<file path="config.mk">
export PLATFORM = sky130hd
export DESIGN_NAME = a2_card_top
export DESIGN_NICKNAME = d
export VERILOG_FILES = /design/src/a2_card_pkg.sv /design/src/a2_card_top.sv /design/src/bus_arbiter.sv /design/src/bus_capture.sv /design/src/phi_sync.sv /design/src/serial_card.sv /design/src/timer_card.sv
export SDC_FILE = /design/constraint.sdc
export NUM_CORES = 1
export LEC_CHECK = 0
export ABC_AREA = 0
export BUFFER_PORTS_ARGS = -buffer_cell sky130_fd_sc_hd__buf_2
export CAP_MARGIN = 20
export CORE_MARGIN = 2
export CORE_UTILIZATION = 59
export DETAILED_ROUTE_END_ITERATION = 12
export PLACE_DENSITY = 0.89
export RECOVER_POWER = 50
export SYNTH_ARGS = -nofsm -noshare
export SYNTH_HDL_FRONTEND = slang
export SYNTH_SLANG_ARGS = --single-unit
</file>
<file path="constraint.sdc">
create_clock -name clk_logic_w -period 3.05 [get_ports clk_logic_w]
set_input_delay 0.305 -clock clk_logic_w [delete_from_list [all_inputs] [get_ports clk_logic_w]]
set_output_delay 0.305 -clock clk_logic_w [all_outputs]
set_load 0.01 [all_outputs]
</file>
<file path="src/a2_card_pkg.sv">
package a2_card_pkg;

    // Bus widths
    localparam int ADDR_W = 16;
    localparam int DATA_W = 8;
    localparam int SLOT_W = 3;
    localparam int REG_W  = 4;

    // High byte of the I/O page, C0xx
    localparam logic [7:0] IO_PAGE = 8'hC0;

    // Timer registers
    localparam logic [REG_W-1:0] TMR_REG_LO   = 4'd0;
    localparam logic [REG_W-1:0] TMR_REG_HI   = 4'd1;
    localparam logic [REG_W-1:0] TMR_REG_CTRL = 4'd2;
    localparam logic [REG_W-1:0] TMR_REG_STAT = 4'd3;

    // Serial registers
    localparam logic [REG_W-1:0] SER_REG_DATA = 4'd0;
    localparam logic [REG_W-1:0] SER_REG_STAT = 4'd1;
    localparam logic [REG_W-1:0] SER_REG_CTRL = 4'd2;

    // Bus address, seen raw or as device-select fields
    // C080 + slot * 16 + reg selects one card register
    typedef union packed {
        logic [ADDR_W-1:0] raw;
        struct packed {
            logic [7:0]        page;
            logic              devsel;
            logic [SLOT_W-1:0] slot;
            logic [REG_W-1:0]  reg_idx;
        } io;
    } a2_addr_u;

endpackage

</file>
<file path="src/a2_card_top.sv">
`timescale 1ns/1ps

module a2_card_top #(
    parameter int TIMER_SLOT  = 4,
    parameter int SERIAL_SLOT = 2,
    parameter int BAUD_DIV    = 16
) (
    input  logic                           clk_logic_w,
    input  logic                           arst_n_i,
    input  logic                           a2_phi1_i,
    input  logic [a2_card_pkg::ADDR_W-1:0] a2_addr_i,
    input  logic                           a2_rw_n_i,
    input  logic [a2_card_pkg::DATA_W-1:0] a2_data_i,
    output logic [a2_card_pkg::DATA_W-1:0] a2_data_o,
    output logic                           a2_data_oe_o,
    output logic                           a2_irq_n_o,
    output logic                           uart_tx_o
);
    import a2_card_pkg::*;

    logic              cycle_start_w;
    logic              cycle_end_w;
    a2_addr_u          addr_w;
    logic              rw_n_w;
    logic              bus_valid_w;
    logic              rd_stb_w;
    logic              wr_stb_w;
    logic [DATA_W-1:0] wr_data_w;
    logic              timer_rd_en_w;
    logic [DATA_W-1:0] timer_rd_data_w;
    logic              timer_irq_n_w;
    logic              serial_rd_en_w;
    logic [DATA_W-1:0] serial_rd_data_w;
    logic              serial_irq_n_w;

    phi_sync u_phi_sync (
        .clk_logic_w   (clk_logic_w),
        .arst_n_i      (arst_n_i),
        .phi1_i        (a2_phi1_i),
        .cycle_start_o (cycle_start_w),
        .cycle_end_o   (cycle_end_w)
    );

    bus_capture u_bus_capture (
        .clk_logic_w   (clk_logic_w),
        .arst_n_i      (arst_n_i),
        .cycle_start_i (cycle_start_w),
        .cycle_end_i   (cycle_end_w),
        .addr_i        (a2_addr_i),
        .rw_n_i        (a2_rw_n_i),
        .data_i        (a2_data_i),
        .addr_o        (addr_w),
        .rw_n_o        (rw_n_w),
        .bus_valid_o   (bus_valid_w),
        .rd_stb_o      (rd_stb_w),
        .wr_stb_o      (wr_stb_w),
        .wr_data_o     (wr_data_w)
    );

    // Mockingboard-style interval timer
    timer_card #(
        .SLOT (TIMER_SLOT)
    ) u_timer_card (
        .clk_logic_w (clk_logic_w),
        .arst_n_i    (arst_n_i),
        .cycle_end_i (cycle_end_w),
        .bus_valid_i (bus_valid_w),
        .addr_i      (addr_w),
        .rw_n_i      (rw_n_w),
        .wr_stb_i    (wr_stb_w),
        .wr_data_i   (wr_data_w),
        .rd_en_o     (timer_rd_en_w),
        .rd_data_o   (timer_rd_data_w),
        .irq_n_o     (timer_irq_n_w)
    );

    // SuperSerial-style transmitter
    serial_card #(
        .SLOT     (SERIAL_SLOT),
        .BAUD_DIV (BAUD_DIV)
    ) u_serial_card (
        .clk_logic_w (clk_logic_w),
        .arst_n_i    (arst_n_i),
        .rd_stb_i    (rd_stb_w),
        .bus_valid_i (bus_valid_w),
        .addr_i      (addr_w),
        .rw_n_i      (rw_n_w),
        .wr_stb_i    (wr_stb_w),
        .wr_data_i   (wr_data_w),
        .rd_en_o     (serial_rd_en_w),
        .rd_data_o   (serial_rd_data_w),
        .irq_n_o     (serial_irq_n_w),
        .uart_tx_o   (uart_tx_o)
    );

    bus_arbiter u_bus_arbiter (
        .clk_logic_w      (clk_logic_w),
        .arst_n_i         (arst_n_i),
        .bus_valid_i      (bus_valid_w),
        .serial_rd_en_i   (serial_rd_en_w),
        .serial_rd_data_i (serial_rd_data_w),
        .timer_rd_en_i    (timer_rd_en_w),
        .timer_rd_data_i  (timer_rd_data_w),
        .serial_irq_n_i   (serial_irq_n_w),
        .timer_irq_n_i    (timer_irq_n_w),
        .data_o           (a2_data_o),
        .data_oe_o        (a2_data_oe_o),
        .irq_n_o          (a2_irq_n_o)
    );

endmodule

</file>
<file path="src/bus_arbiter.sv">
`timescale 1ns/1ps

module bus_arbiter (
    input  logic                           clk_logic_w,
    input  logic                           arst_n_i,
    input  logic                           bus_valid_i,
    input  logic                           serial_rd_en_i,
    input  logic [a2_card_pkg::DATA_W-1:0] serial_rd_data_i,
    input  logic                           timer_rd_en_i,
    input  logic [a2_card_pkg::DATA_W-1:0] timer_rd_data_i,
    input  logic                           serial_irq_n_i,
    input  logic                           timer_irq_n_i,
    output logic [a2_card_pkg::DATA_W-1:0] data_o,
    output logic                           data_oe_o,
    output logic                           irq_n_o
);
    import a2_card_pkg::*;

    logic              any_rd_en;
    logic [DATA_W-1:0] grant_data;

    assign any_rd_en  = bus_valid_i && (serial_rd_en_i || timer_rd_en_i);
    // Serial card wins if both respond
    assign grant_data = serial_rd_en_i ? serial_rd_data_i : timer_rd_data_i;

    always_ff @(posedge clk_logic_w or negedge arst_n_i) begin
        if (!arst_n_i) begin
            data_o    <= '0;
            data_oe_o <= 1'b0;
            irq_n_o   <= 1'b1;
        end else begin
            data_oe_o <= any_rd_en;
            // Sample once per cycle so read side effects do not change the byte
            if (any_rd_en && !data_oe_o) begin
                data_o <= grant_data;
            end
            // Open-collector style wired-AND of the card IRQs
            irq_n_o <= serial_irq_n_i && timer_irq_n_i;
        end
    end

endmodule

</file>
<file path="src/bus_capture.sv">
`timescale 1ns/1ps

module bus_capture (
    input  logic                           clk_logic_w,
    input  logic                           arst_n_i,
    input  logic                           cycle_start_i,
    input  logic                           cycle_end_i,
    input  logic [a2_card_pkg::ADDR_W-1:0] addr_i,
    input  logic                           rw_n_i,
    input  logic [a2_card_pkg::DATA_W-1:0] data_i,
    output a2_card_pkg::a2_addr_u          addr_o,
    output logic                           rw_n_o,
    output logic                           bus_valid_o,
    output logic                           rd_stb_o,
    output logic                           wr_stb_o,
    output logic [a2_card_pkg::DATA_W-1:0] wr_data_o
);
    import a2_card_pkg::*;

    // Address and direction are held for the whole bus cycle
    always_ff @(posedge clk_logic_w or negedge arst_n_i) begin
        if (!arst_n_i) begin
            addr_o      <= '0;
            rw_n_o      <= 1'b1;
            bus_valid_o <= 1'b0;
            rd_stb_o    <= 1'b0;
            wr_stb_o    <= 1'b0;
        end else begin
            rd_stb_o <= cycle_start_i && rw_n_i;
            // Only a cycle that was started can complete a write
            wr_stb_o <= cycle_end_i && bus_valid_o && !rw_n_o;
            if (cycle_start_i) begin
                addr_o.raw  <= addr_i;
                rw_n_o      <= rw_n_i;
                bus_valid_o <= 1'b1;
            end else if (cycle_end_i) begin
                bus_valid_o <= 1'b0;
            end
        end
    end

    // CPU write data is only settled late in Phi0
    always_ff @(posedge clk_logic_w) begin
        if (cycle_end_i) begin
            wr_data_o <= data_i;
        end
    end

endmodule

</file>
<file path="src/phi_sync.sv">
`timescale 1ns/1ps

module phi_sync (
    input  logic clk_logic_w,
    input  logic arst_n_i,
    input  logic phi1_i,
    output logic cycle_start_o,
    output logic cycle_end_o
);

    logic phi1_meta_q;
    logic phi1_sync_q;
    logic phi1_prev_q;

    // Two-flop synchroniser, then one stage of history for edge detection
    always_ff @(posedge clk_logic_w or negedge arst_n_i) begin
        if (!arst_n_i) begin
            phi1_meta_q   <= 1'b1;
            phi1_sync_q   <= 1'b1;
            phi1_prev_q   <= 1'b1;
            cycle_start_o <= 1'b0;
            cycle_end_o   <= 1'b0;
        end else begin
            phi1_meta_q <= phi1_i;
            phi1_sync_q <= phi1_meta_q;
            phi1_prev_q <= phi1_sync_q;
            // Phi1 falling means Phi0 begins
            cycle_start_o <= phi1_prev_q && !phi1_sync_q;
            // Phi1 rising closes the Phi0 half
            cycle_end_o   <= !phi1_prev_q && phi1_sync_q;
        end
    end

endmodule

</file>
<file path="src/serial_card.sv">
`timescale 1ns/1ps

module serial_card #(
    parameter int SLOT     = 2,
    parameter int BAUD_DIV = 16
) (
    input  logic                           clk_logic_w,
    input  logic                           arst_n_i,
    input  logic                           rd_stb_i,
    input  logic                           bus_valid_i,
    input  a2_card_pkg::a2_addr_u          addr_i,
    input  logic                           rw_n_i,
    input  logic                           wr_stb_i,
    input  logic [a2_card_pkg::DATA_W-1:0] wr_data_i,
    output logic                           rd_en_o,
    output logic [a2_card_pkg::DATA_W-1:0] rd_data_o,
    output logic                           irq_n_o,
    output logic                           uart_tx_o
);
    import a2_card_pkg::*;

    localparam int CNT_W    = (BAUD_DIV > 1) ? $clog2(BAUD_DIV) : 1;
    // Bit index of the stop bit, start bit is index 0
    localparam int LAST_BIT = DATA_W + 1;

    logic             sel;
    logic [REG_W-1:0] reg_idx;
    logic             start;
    logic             baud_tick;
    logic [CNT_W-1:0] baud_cnt_q;
    logic [3:0]       bit_cnt_q;
    logic [DATA_W:0]  shift_q;
    logic [DATA_W-1:0] tx_data_q;
    logic             busy_q;
    logic             done_q;
    logic             irq_en_q;

    assign sel = (addr_i.io.page == IO_PAGE) && addr_i.io.devsel
                 && (addr_i.io.slot == SLOT_W'(SLOT));
    assign reg_idx   = addr_i.io.reg_idx;
    assign rd_en_o   = bus_valid_i && rw_n_i && sel;
    assign irq_n_o   = !(done_q && irq_en_q);
    // Writes while busy are dropped
    assign start     = wr_stb_i && sel && (reg_idx == SER_REG_DATA) && !busy_q;
    assign baud_tick = (baud_cnt_q == CNT_W'(BAUD_DIV - 1));

    always_comb begin
        case (reg_idx)
            SER_REG_DATA: rd_data_o = tx_data_q;
            SER_REG_STAT: rd_data_o = {{(DATA_W-2){1'b0}}, done_q, busy_q};
            default:      rd_data_o = '0;
        endcase
    end

    always_ff @(posedge clk_logic_w or negedge arst_n_i) begin
        if (!arst_n_i) begin
            baud_cnt_q <= '0;
            bit_cnt_q  <= '0;
            busy_q     <= 1'b0;
            done_q     <= 1'b0;
            irq_en_q   <= 1'b0;
            uart_tx_o  <= 1'b1;
        end else begin
            if (wr_stb_i && sel && (reg_idx == SER_REG_CTRL)) begin
                irq_en_q <= wr_data_i[0];
            end
            // Status read acknowledges the done flag
            if (rd_stb_i && sel && (reg_idx == SER_REG_STAT)) begin
                done_q <= 1'b0;
            end
            if (start) begin
                busy_q     <= 1'b1;
                uart_tx_o  <= 1'b0;
                baud_cnt_q <= '0;
                bit_cnt_q  <= '0;
            end else if (busy_q) begin
                if (!baud_tick) begin
                    baud_cnt_q <= baud_cnt_q + 1'b1;
                end else begin
                    baud_cnt_q <= '0;
                    if (bit_cnt_q == 4'(LAST_BIT)) begin
                        busy_q <= 1'b0;
                        done_q <= 1'b1;
                    end else begin
                        uart_tx_o <= shift_q[0];
                        bit_cnt_q <= bit_cnt_q + 1'b1;
                    end
                end
            end
        end
    end

    // Data bits LSB first, stop bit sits above them
    always_ff @(posedge clk_logic_w) begin
        if (start) begin
            shift_q   <= {1'b1, wr_data_i};
            tx_data_q <= wr_data_i;
        end else if (busy_q && baud_tick && (bit_cnt_q != 4'(LAST_BIT))) begin
            shift_q <= {1'b1, shift_q[DATA_W:1]};
        end
    end

endmodule

</file>
<file path="src/timer_card.sv">
`timescale 1ns/1ps

module timer_card #(
    parameter int SLOT = 4
) (
    input  logic                           clk_logic_w,
    input  logic                           arst_n_i,
    input  logic                           cycle_end_i,
    input  logic                           bus_valid_i,
    input  a2_card_pkg::a2_addr_u          addr_i,
    input  logic                           rw_n_i,
    input  logic                           wr_stb_i,
    input  logic [a2_card_pkg::DATA_W-1:0] wr_data_i,
    output logic                           rd_en_o,
    output logic [a2_card_pkg::DATA_W-1:0] rd_data_o,
    output logic                           irq_n_o
);
    import a2_card_pkg::*;

    logic                sel;
    logic [REG_W-1:0]    reg_idx;
    logic [2*DATA_W-1:0] latch_q;
    logic [2*DATA_W-1:0] count_q;
    logic                running_q;
    logic                irq_en_q;
    logic                flag_q;

    assign sel = (addr_i.io.page == IO_PAGE) && addr_i.io.devsel
                 && (addr_i.io.slot == SLOT_W'(SLOT));
    assign reg_idx = addr_i.io.reg_idx;
    assign rd_en_o = bus_valid_i && rw_n_i && sel;
    assign irq_n_o = !(flag_q && irq_en_q);

    always_comb begin
        case (reg_idx)
            TMR_REG_LO:   rd_data_o = count_q[DATA_W-1:0];
            TMR_REG_HI:   rd_data_o = count_q[2*DATA_W-1:DATA_W];
            TMR_REG_CTRL: rd_data_o = {{(DATA_W-1){1'b0}}, irq_en_q};
            TMR_REG_STAT: rd_data_o = {{(DATA_W-1){1'b0}}, flag_q};
            default:      rd_data_o = '0;
        endcase
    end

    always_ff @(posedge clk_logic_w or negedge arst_n_i) begin
        if (!arst_n_i) begin
            latch_q   <= '0;
            count_q   <= '0;
            running_q <= 1'b0;
            irq_en_q  <= 1'b0;
            flag_q    <= 1'b0;
        end else begin
            // One tick per bus cycle, reload on underflow like the 6522 T1
            if (running_q && cycle_end_i) begin
                if (count_q == '0) begin
                    count_q <= latch_q;
                    flag_q  <= 1'b1;
                end else begin
                    count_q <= count_q - 1'b1;
                end
            end
            if (wr_stb_i && sel) begin
                case (reg_idx)
                    TMR_REG_LO: latch_q[DATA_W-1:0] <= wr_data_i;
                    // High byte write arms the timer
                    TMR_REG_HI: begin
                        latch_q[2*DATA_W-1:DATA_W] <= wr_data_i;
                        count_q   <= {wr_data_i, latch_q[DATA_W-1:0]};
                        running_q <= 1'b1;
                    end
                    TMR_REG_CTRL: irq_en_q <= wr_data_i[0];
                    TMR_REG_STAT: flag_q <= 1'b0;
                    default: ;
                endcase
            end
        end
    end

endmodule
</file>
* Yosys cells after proc, flatten, opt, wreduce, memory -nomap -nowiden *
Index checks and enable logic that the tools add are counted.

storage, ports and cells
  register bits after elaboration = 106
  bits of input ports = 28
  output and inout port bits = 11
  logic and storage cells = 120

operators by class
  $add $sub $neg = 3
  eq/ne operators = 10
  muxes and demuxes = 35
  reductions and logical operators = 44

operators with widths
  operator                                                              count
  16-bit two-way mux                                                    4
  8-bit case mux with 4 select lines                                    1
  4-bit two-way mux                                                     7
  1-bit logical AND                                                     26
  8-bit two-way mux                                                     3
  1-bit two-way mux                                                     19
  16-bit zero test                                                      1
  8-bit case mux with 2 select lines                                    1
  16-bit by 1-bit subtractor with 16-bit output, second input constant  1
  4-bit by 1-bit adder with 4-bit output, second input constant         2
  4-bit by 2-bit == test with 1-bit output, second input constant       2
  4-bit == test, second input constant                                  2
  8-bit == test, second input constant                                  1
  2-bit nonzero test                                                    4
  1-bit zero test                                                       7
  2-bit AND reduction                                                   3
  4-bit by 1-bit == test with 1-bit output, second input constant       1
  4-bit zero test                                                       1
  4-bit != test, second input constant                                  1
  3-bit by 2-bit == test with 1-bit output, second input constant       1
  3-bit == test, second input constant                                  1
  3-bit AND reduction                                                   1
  2-bit by 1-bit != test with 1-bit output, second input constant       1
  1-bit logical OR                                                      1

* Depth between registers and ports, before layout *
  word-level depth = 10
  depth in mapped cells = 8
  gate-level depth less buffers = 7

* Hierarchy *
Synthesis repeated with hierarchy kept, for this count alone.

unflattened totals
  cells, all modules = 399
  area, all modules = 5032.3 sq um

modules (own cells, without submodules)
  module       times used  cells each  area each (sq um)  seq. area each (sq um)
  timer_card   1           210         2031.9             875.8
  serial_card  1           99          1322.5             782.0
  bus_capture  1           52          1022.2             742.0
  bus_arbiter  1           31          511.7              251.5
  phi_sync     1           7           143.9              128.9

* Worst setup path after synthesis *
No wires, ideal clock.

  kind = register to register
  start = register u_bus_capture.addr_o[11] in the netlist's numbering
  end = register u_serial_card.shift_q[0] (enable)
  library setup time = 0.334 ns
  data arrival time = 1.816 ns
  required time = 2.716 ns
  slack = 0.899 ns
  cell stages (with the launch flop) = 7
  path through = dfrtp_1 nor4_4 and3_1 nand3_2 nor3_4 buf_6 nand2b_1

between the ends
  word-level cells in the longest chain between the ends = 7

ends and longest elaborated chain
  item                             RTL line           RTL
  start, declared                  bus_capture.sv:11  output a2_card_pkg::a2_addr_u addr_o,
  8-bit == test                    serial_card.sv:38  assign sel = (addr_i.io.page == IO_PAGE) && addr_i.io.devsel
  1-bit logical AND                serial_card.sv:38
  1-bit logical AND                serial_card.sv:39  && (addr_i.io.slot == SLOT_W'(SLOT));
  1-bit logical AND (3 in series)  serial_card.sv:44  assign start = wr_stb_i && sel && (reg_idx == SER_REG_DATA) && !busy_q;
  named net u_serial_card.start    serial_card.sv:28  logic start;
  2-bit nonzero test (no line)     -
  end signal, assigned             serial_card.sv:96  shift_q <= {1'b1, wr_data_i};
  end signal, assigned             serial_card.sv:99  shift_q <= {1'b1, shift_q[DATA_W:1]};
  end, declared                    serial_card.sv:32  logic [DATA_W:0] shift_q;

The timed path passes the listed nets, and every way through them passes these cells.
A chain may end at the register's enable or synchronous reset.

* Worst setup path in the final report *
  start = register u_bus_capture.addr_o[11] in the netlist's numbering
  end = register u_serial_card.shift_q[5] (enable)

between the ends
  word-level cells in the longest chain between the ends = 7

ends and longest elaborated chain
  item                             RTL line
  8-bit == test                    serial_card.sv:38
  1-bit logical AND                serial_card.sv:38
  1-bit logical AND                serial_card.sv:39
  1-bit logical AND (3 in series)  serial_card.sv:44
  2-bit nonzero test (no line)     -

Every way passes these cells.

==> results_dict.tcl <==
set metrics [dict create \
    hold_buffers 0 \
    place_area_sq_um 5080 \
    dpl.cell_count 529 \
    synth_edf_count 24 \
    tightestPinTransition_ns 1.77 \
    crit_arrival_ns 2.41 \
    leakage_nw 2.32 \
    critPathBufInv 0 \
    die_y_um 94.2 \
    syn_nets 433 \
    syn_area_sq_um 4800 \
    area_growth_pct 10.7 \
    peakVddDrop_mv 0.336 \
    fin_nets 474 \
    fin_cells 548 \
    slowest_delay_ns 0.43 \
    place_hpwl_um 7190 \
    synthMuxAreaShare_pct 10.9 \
    synthArstFlopShare_pct 77.4 \
    ioPinCount 39 \
    cp-start-kind "flop" \
    cts.sinks 106 \
    core_sq_um 7810 \
    finalWorstSetupSlack_ns 0.663 \
    synth-compound-area-share_pct 9.61 \
    fin_tns_setup_ns 0 \
    combinationalPowerShare_pct 5.8 \
    grt-ovfl-total 0 \
    rsz0062_at_grt "no" \
    routed_via_density 6.13 \
    totalWireLength_um 9950 \
    p_clk_share_pct 33.8 \
    seq_area_frac_synth_pct 57.9 \
    period_share_pct 78.3 \
    cp_slowest_cell "nor4_4" \
    grt_use_total_pct 24.2 \
    p_per_area_nw_per_um2 483 \
    ant_nets 0 \
    vias 3357 \
    finalSetupViolations 0 \
    min-delay-start "a2_data_i[0]" \
    p_sw_w 0.000618 \
    crit-reg2reg-capture "u_serial_card.shift_q[5]" \
    cts_tree "built" \
    antenna_found_initial 0 \
    cts_resized 0 \
    drive_gt1_share_pct 26.0 \
    finalHoldViolCount 0 \
    switching_share_pct 24.0 \
    crit_chain "nor4_4, and3_1, nand3_2, nor3_4, nand2b_1" \
    grt_pass1_wl_um 16400 \
    max_cap_violations 1 \
    drcViolationCount 0 \
    dr.pass1.iters 5 \
    clock_latency_ns 0.36 \
    synth.yosys.warnings 0 \
    grt_max_degree 83 \
    worst-r2r-cell-count 5 \
    die_w_um 94.2 \
    slew_headroom_pct -18.3 \
    clk_pin_slew_ns 0.10 \
    num_rows 32 \
    cp-end-kind "flop" \
    cts_buffers 9 \
    die_area_sq_um 8880 \
    post_cts_buffers 0 \
    path_max_fanout 10 \
    hold_depth 1 \
    synth_top_family_by_area "simple AND/OR/NAND/NOR gates" \
    synth_adder_area_share_pct 1.30 \
    pre_cts_ws_ns 0.671 \
    cts_buffer_depth 2 \
    p_int_w 0.00195 \
    period_minus_slack_ns 2.39 \
    synth-simple-area-share_pct 15.9 \
    port_buffers 38 \
    seq_power_share_pct 60.4 \
    min_to "u_bus_capture.wr_data_o[0]" \
    critical_path_class "flop to flop" \
    wire_per_inst_um 18.2 \
    synth_xor_area_share_pct 2.19 \
    synth_ff_type "dfrtp_1" \
    drv_slew 32 \
    synth_cells 400 \
    diodes 0 \
    post_synth.cell_area_avg_sq_um 12.0 \
    synth_cell_type_count 54 \
    failed_checks "max-capacitance violations, max-slew violations" \
    grt_pass1_vias 3335 \
    gp_congestion 0.964 \
    start_util_pct 61.5 \
    root_buffer "clkbuf_8" \
    outcome "complete, but fails checks" \
    worstReg2RegStart "u_bus_capture.addr_o[11]" \
    ys_ff_latch 106 \
    skew_ns 0.0161 \
    r2r_slack_ns 0.66 \
    worstHoldPathType "input pin to flop" \
    dr.first_iter.drc_count 235 \
    cp.required_ns 3.08 \
    critical-path-top-delay-family "simple AND/OR/NAND/NOR gates" \
    stdcell_area_sq_um 5320 \
    htree_levels 3 \
    timing.fmax_ghz 0.419 \
]
-- per-stage QoR --
stage | utilization [%] | total power, W | hold slack (ns)
2_1_floorplan | - | 0.00166 | 0.00941
3_3_place_gp | 65.1 | 0.00172 | 0.350
3_5_place_dp | 65.1 | 0.00173 | 0.351
4_1_cts | 67.6 | 0.00258 | 0.0119
5_1_grt | 68.1 | 0.00268 | 0.0867
6_report | 68.1 | 0.00257 | 0.111
-- power groups by stage --
stage,Clock [W],Sequential [W],Combinational [W]
final,0.000868,0.00155,0.000150
after global routing,0.000947,0.00156,0.000167
after CTS,0.000882,0.00155,0.000146
after detailed placement,0,0.00158,0.000145
after global placement,0,0.00158,0.000138
after floorplan,0,0.00156,0.0000967
-- placed cells by master, fill, tap and decap left out, types with 6 or more instances in the layout --
cell type	Yosys	layout
nand4_1	11	11
o21ai_0	20	20
buf_2	6	37
mux2_2	41	41
nand2_1	52	52
inv_1	10	10
edfxtp_1	24	24
a21oi_1	10	10
nor2_1	24	24
xor2_1	7	7
o2bb2ai_1	6	6
clkbuf_8	0	9
nand3_1	8	8
dfrtp_1	76	76
a22oi_1	10	10
-- per-layer routing --
metal	GRT usage (%)	vias up	wire length [um]
li1	-	1534	-
met1	32.0	1668	4120
met2	40.1	140	4990
met5	0	-	0
met4	7.00	0	165
met3	5.70	15	671
-- final cells by class --
class                      instances  area, sq um
tap                              102          128
multi-input combinational        270         1920
clock buffer                       9          124
inverter                          10         37.5
fill                             548         2490
clock inverter                     7         75.1
sequential                       106         2780
timing repair buffer              44          255
-- synth_stat cells, types with 2 or more instances --
cell type	count	share of area [%]
nand2_1	52	4.1
nand3_2	2	0.42
mux2_4	2	0.63
inv_1	10	0.78
a22o_1	3	0.55
nor2_1	24	1.9
o21ai_1	4	0.42
nor3_1	5	0.52
mux2_2	41	9.6
a41oi_1	2	0.36
xor2_1	7	1.3
a21o_1	3	0.47
o22a_1	3	0.55
and2_1	4	0.52
o21ai_0	20	2.1
nand2b_1	5	0.65
ha_1	5	1.3
nor4b_1	2	0.36
a22oi_1	10	1.6
nor4_1	5	0.65
xnor2_1	5	0.91
nor2b_1	3	0.39
dfrtp_1	76	40
o2bb2ai_1	6	1.1
nand4_1	11	1.4
nor3b_1	2	0.31
dfstp_2	6	3.3
clkbuf_1	7	0.55
and4_1	2	0.36
edfxtp_1	24	15
nor4_4	3	1.3
buf_2	6	0.63
o22ai_1	3	0.39
a21oi_1	10	1.0
nand3_1	8	0.83
-- how the worst max path moves through the flow --
stage / start / cells after the start / end / slack [ns]
2_1_floorplan: u_bus_capture.addr_o[11] / 6 / u_serial_card.shift_q[0] / 0.90
3_3_place_gp: u_bus_capture.addr_o[11] / 5 / u_serial_card.shift_q[6] / 0.82
3_5_place_dp: u_bus_capture.addr_o[11] / 5 / u_serial_card.shift_q[4] / 0.67
4_1_cts: u_bus_capture.addr_o[11] / 5 / u_serial_card.shift_q[5] / 0.66
5_1_grt: u_timer_card.count_q[0] / 7 / u_timer_card.count_q[12] / 0.52
6_report: u_bus_capture.addr_o[11] / 5 / u_serial_card.shift_q[5] / 0.66
-- cells by family after synthesis --
kind of cell,after synthesis
AOI/OAI and AO/OA,70
xor gates and xnor gates,12
muxes,45
adders and majority gates,5
buffers and inverters,24
and+or+nand+nor,138
DFF,106
-- state kept, by name (all words and copies together) (netlist names), 4 cells and up --
name and cells:
u_bus_capture.addr_o 16, u_timer_card.latch_q 16, u_serial_card.baud_cnt_q 4, u_bus_arbiter.data_o 8, u_serial_card.shift_q 8, u_serial_card.bit_cnt_q 4, u_serial_card.tx_data_q 8, u_timer_card.count_q 16
u_bus_capture.wr_data_o 8
Power figures use the tool's default switching activity.
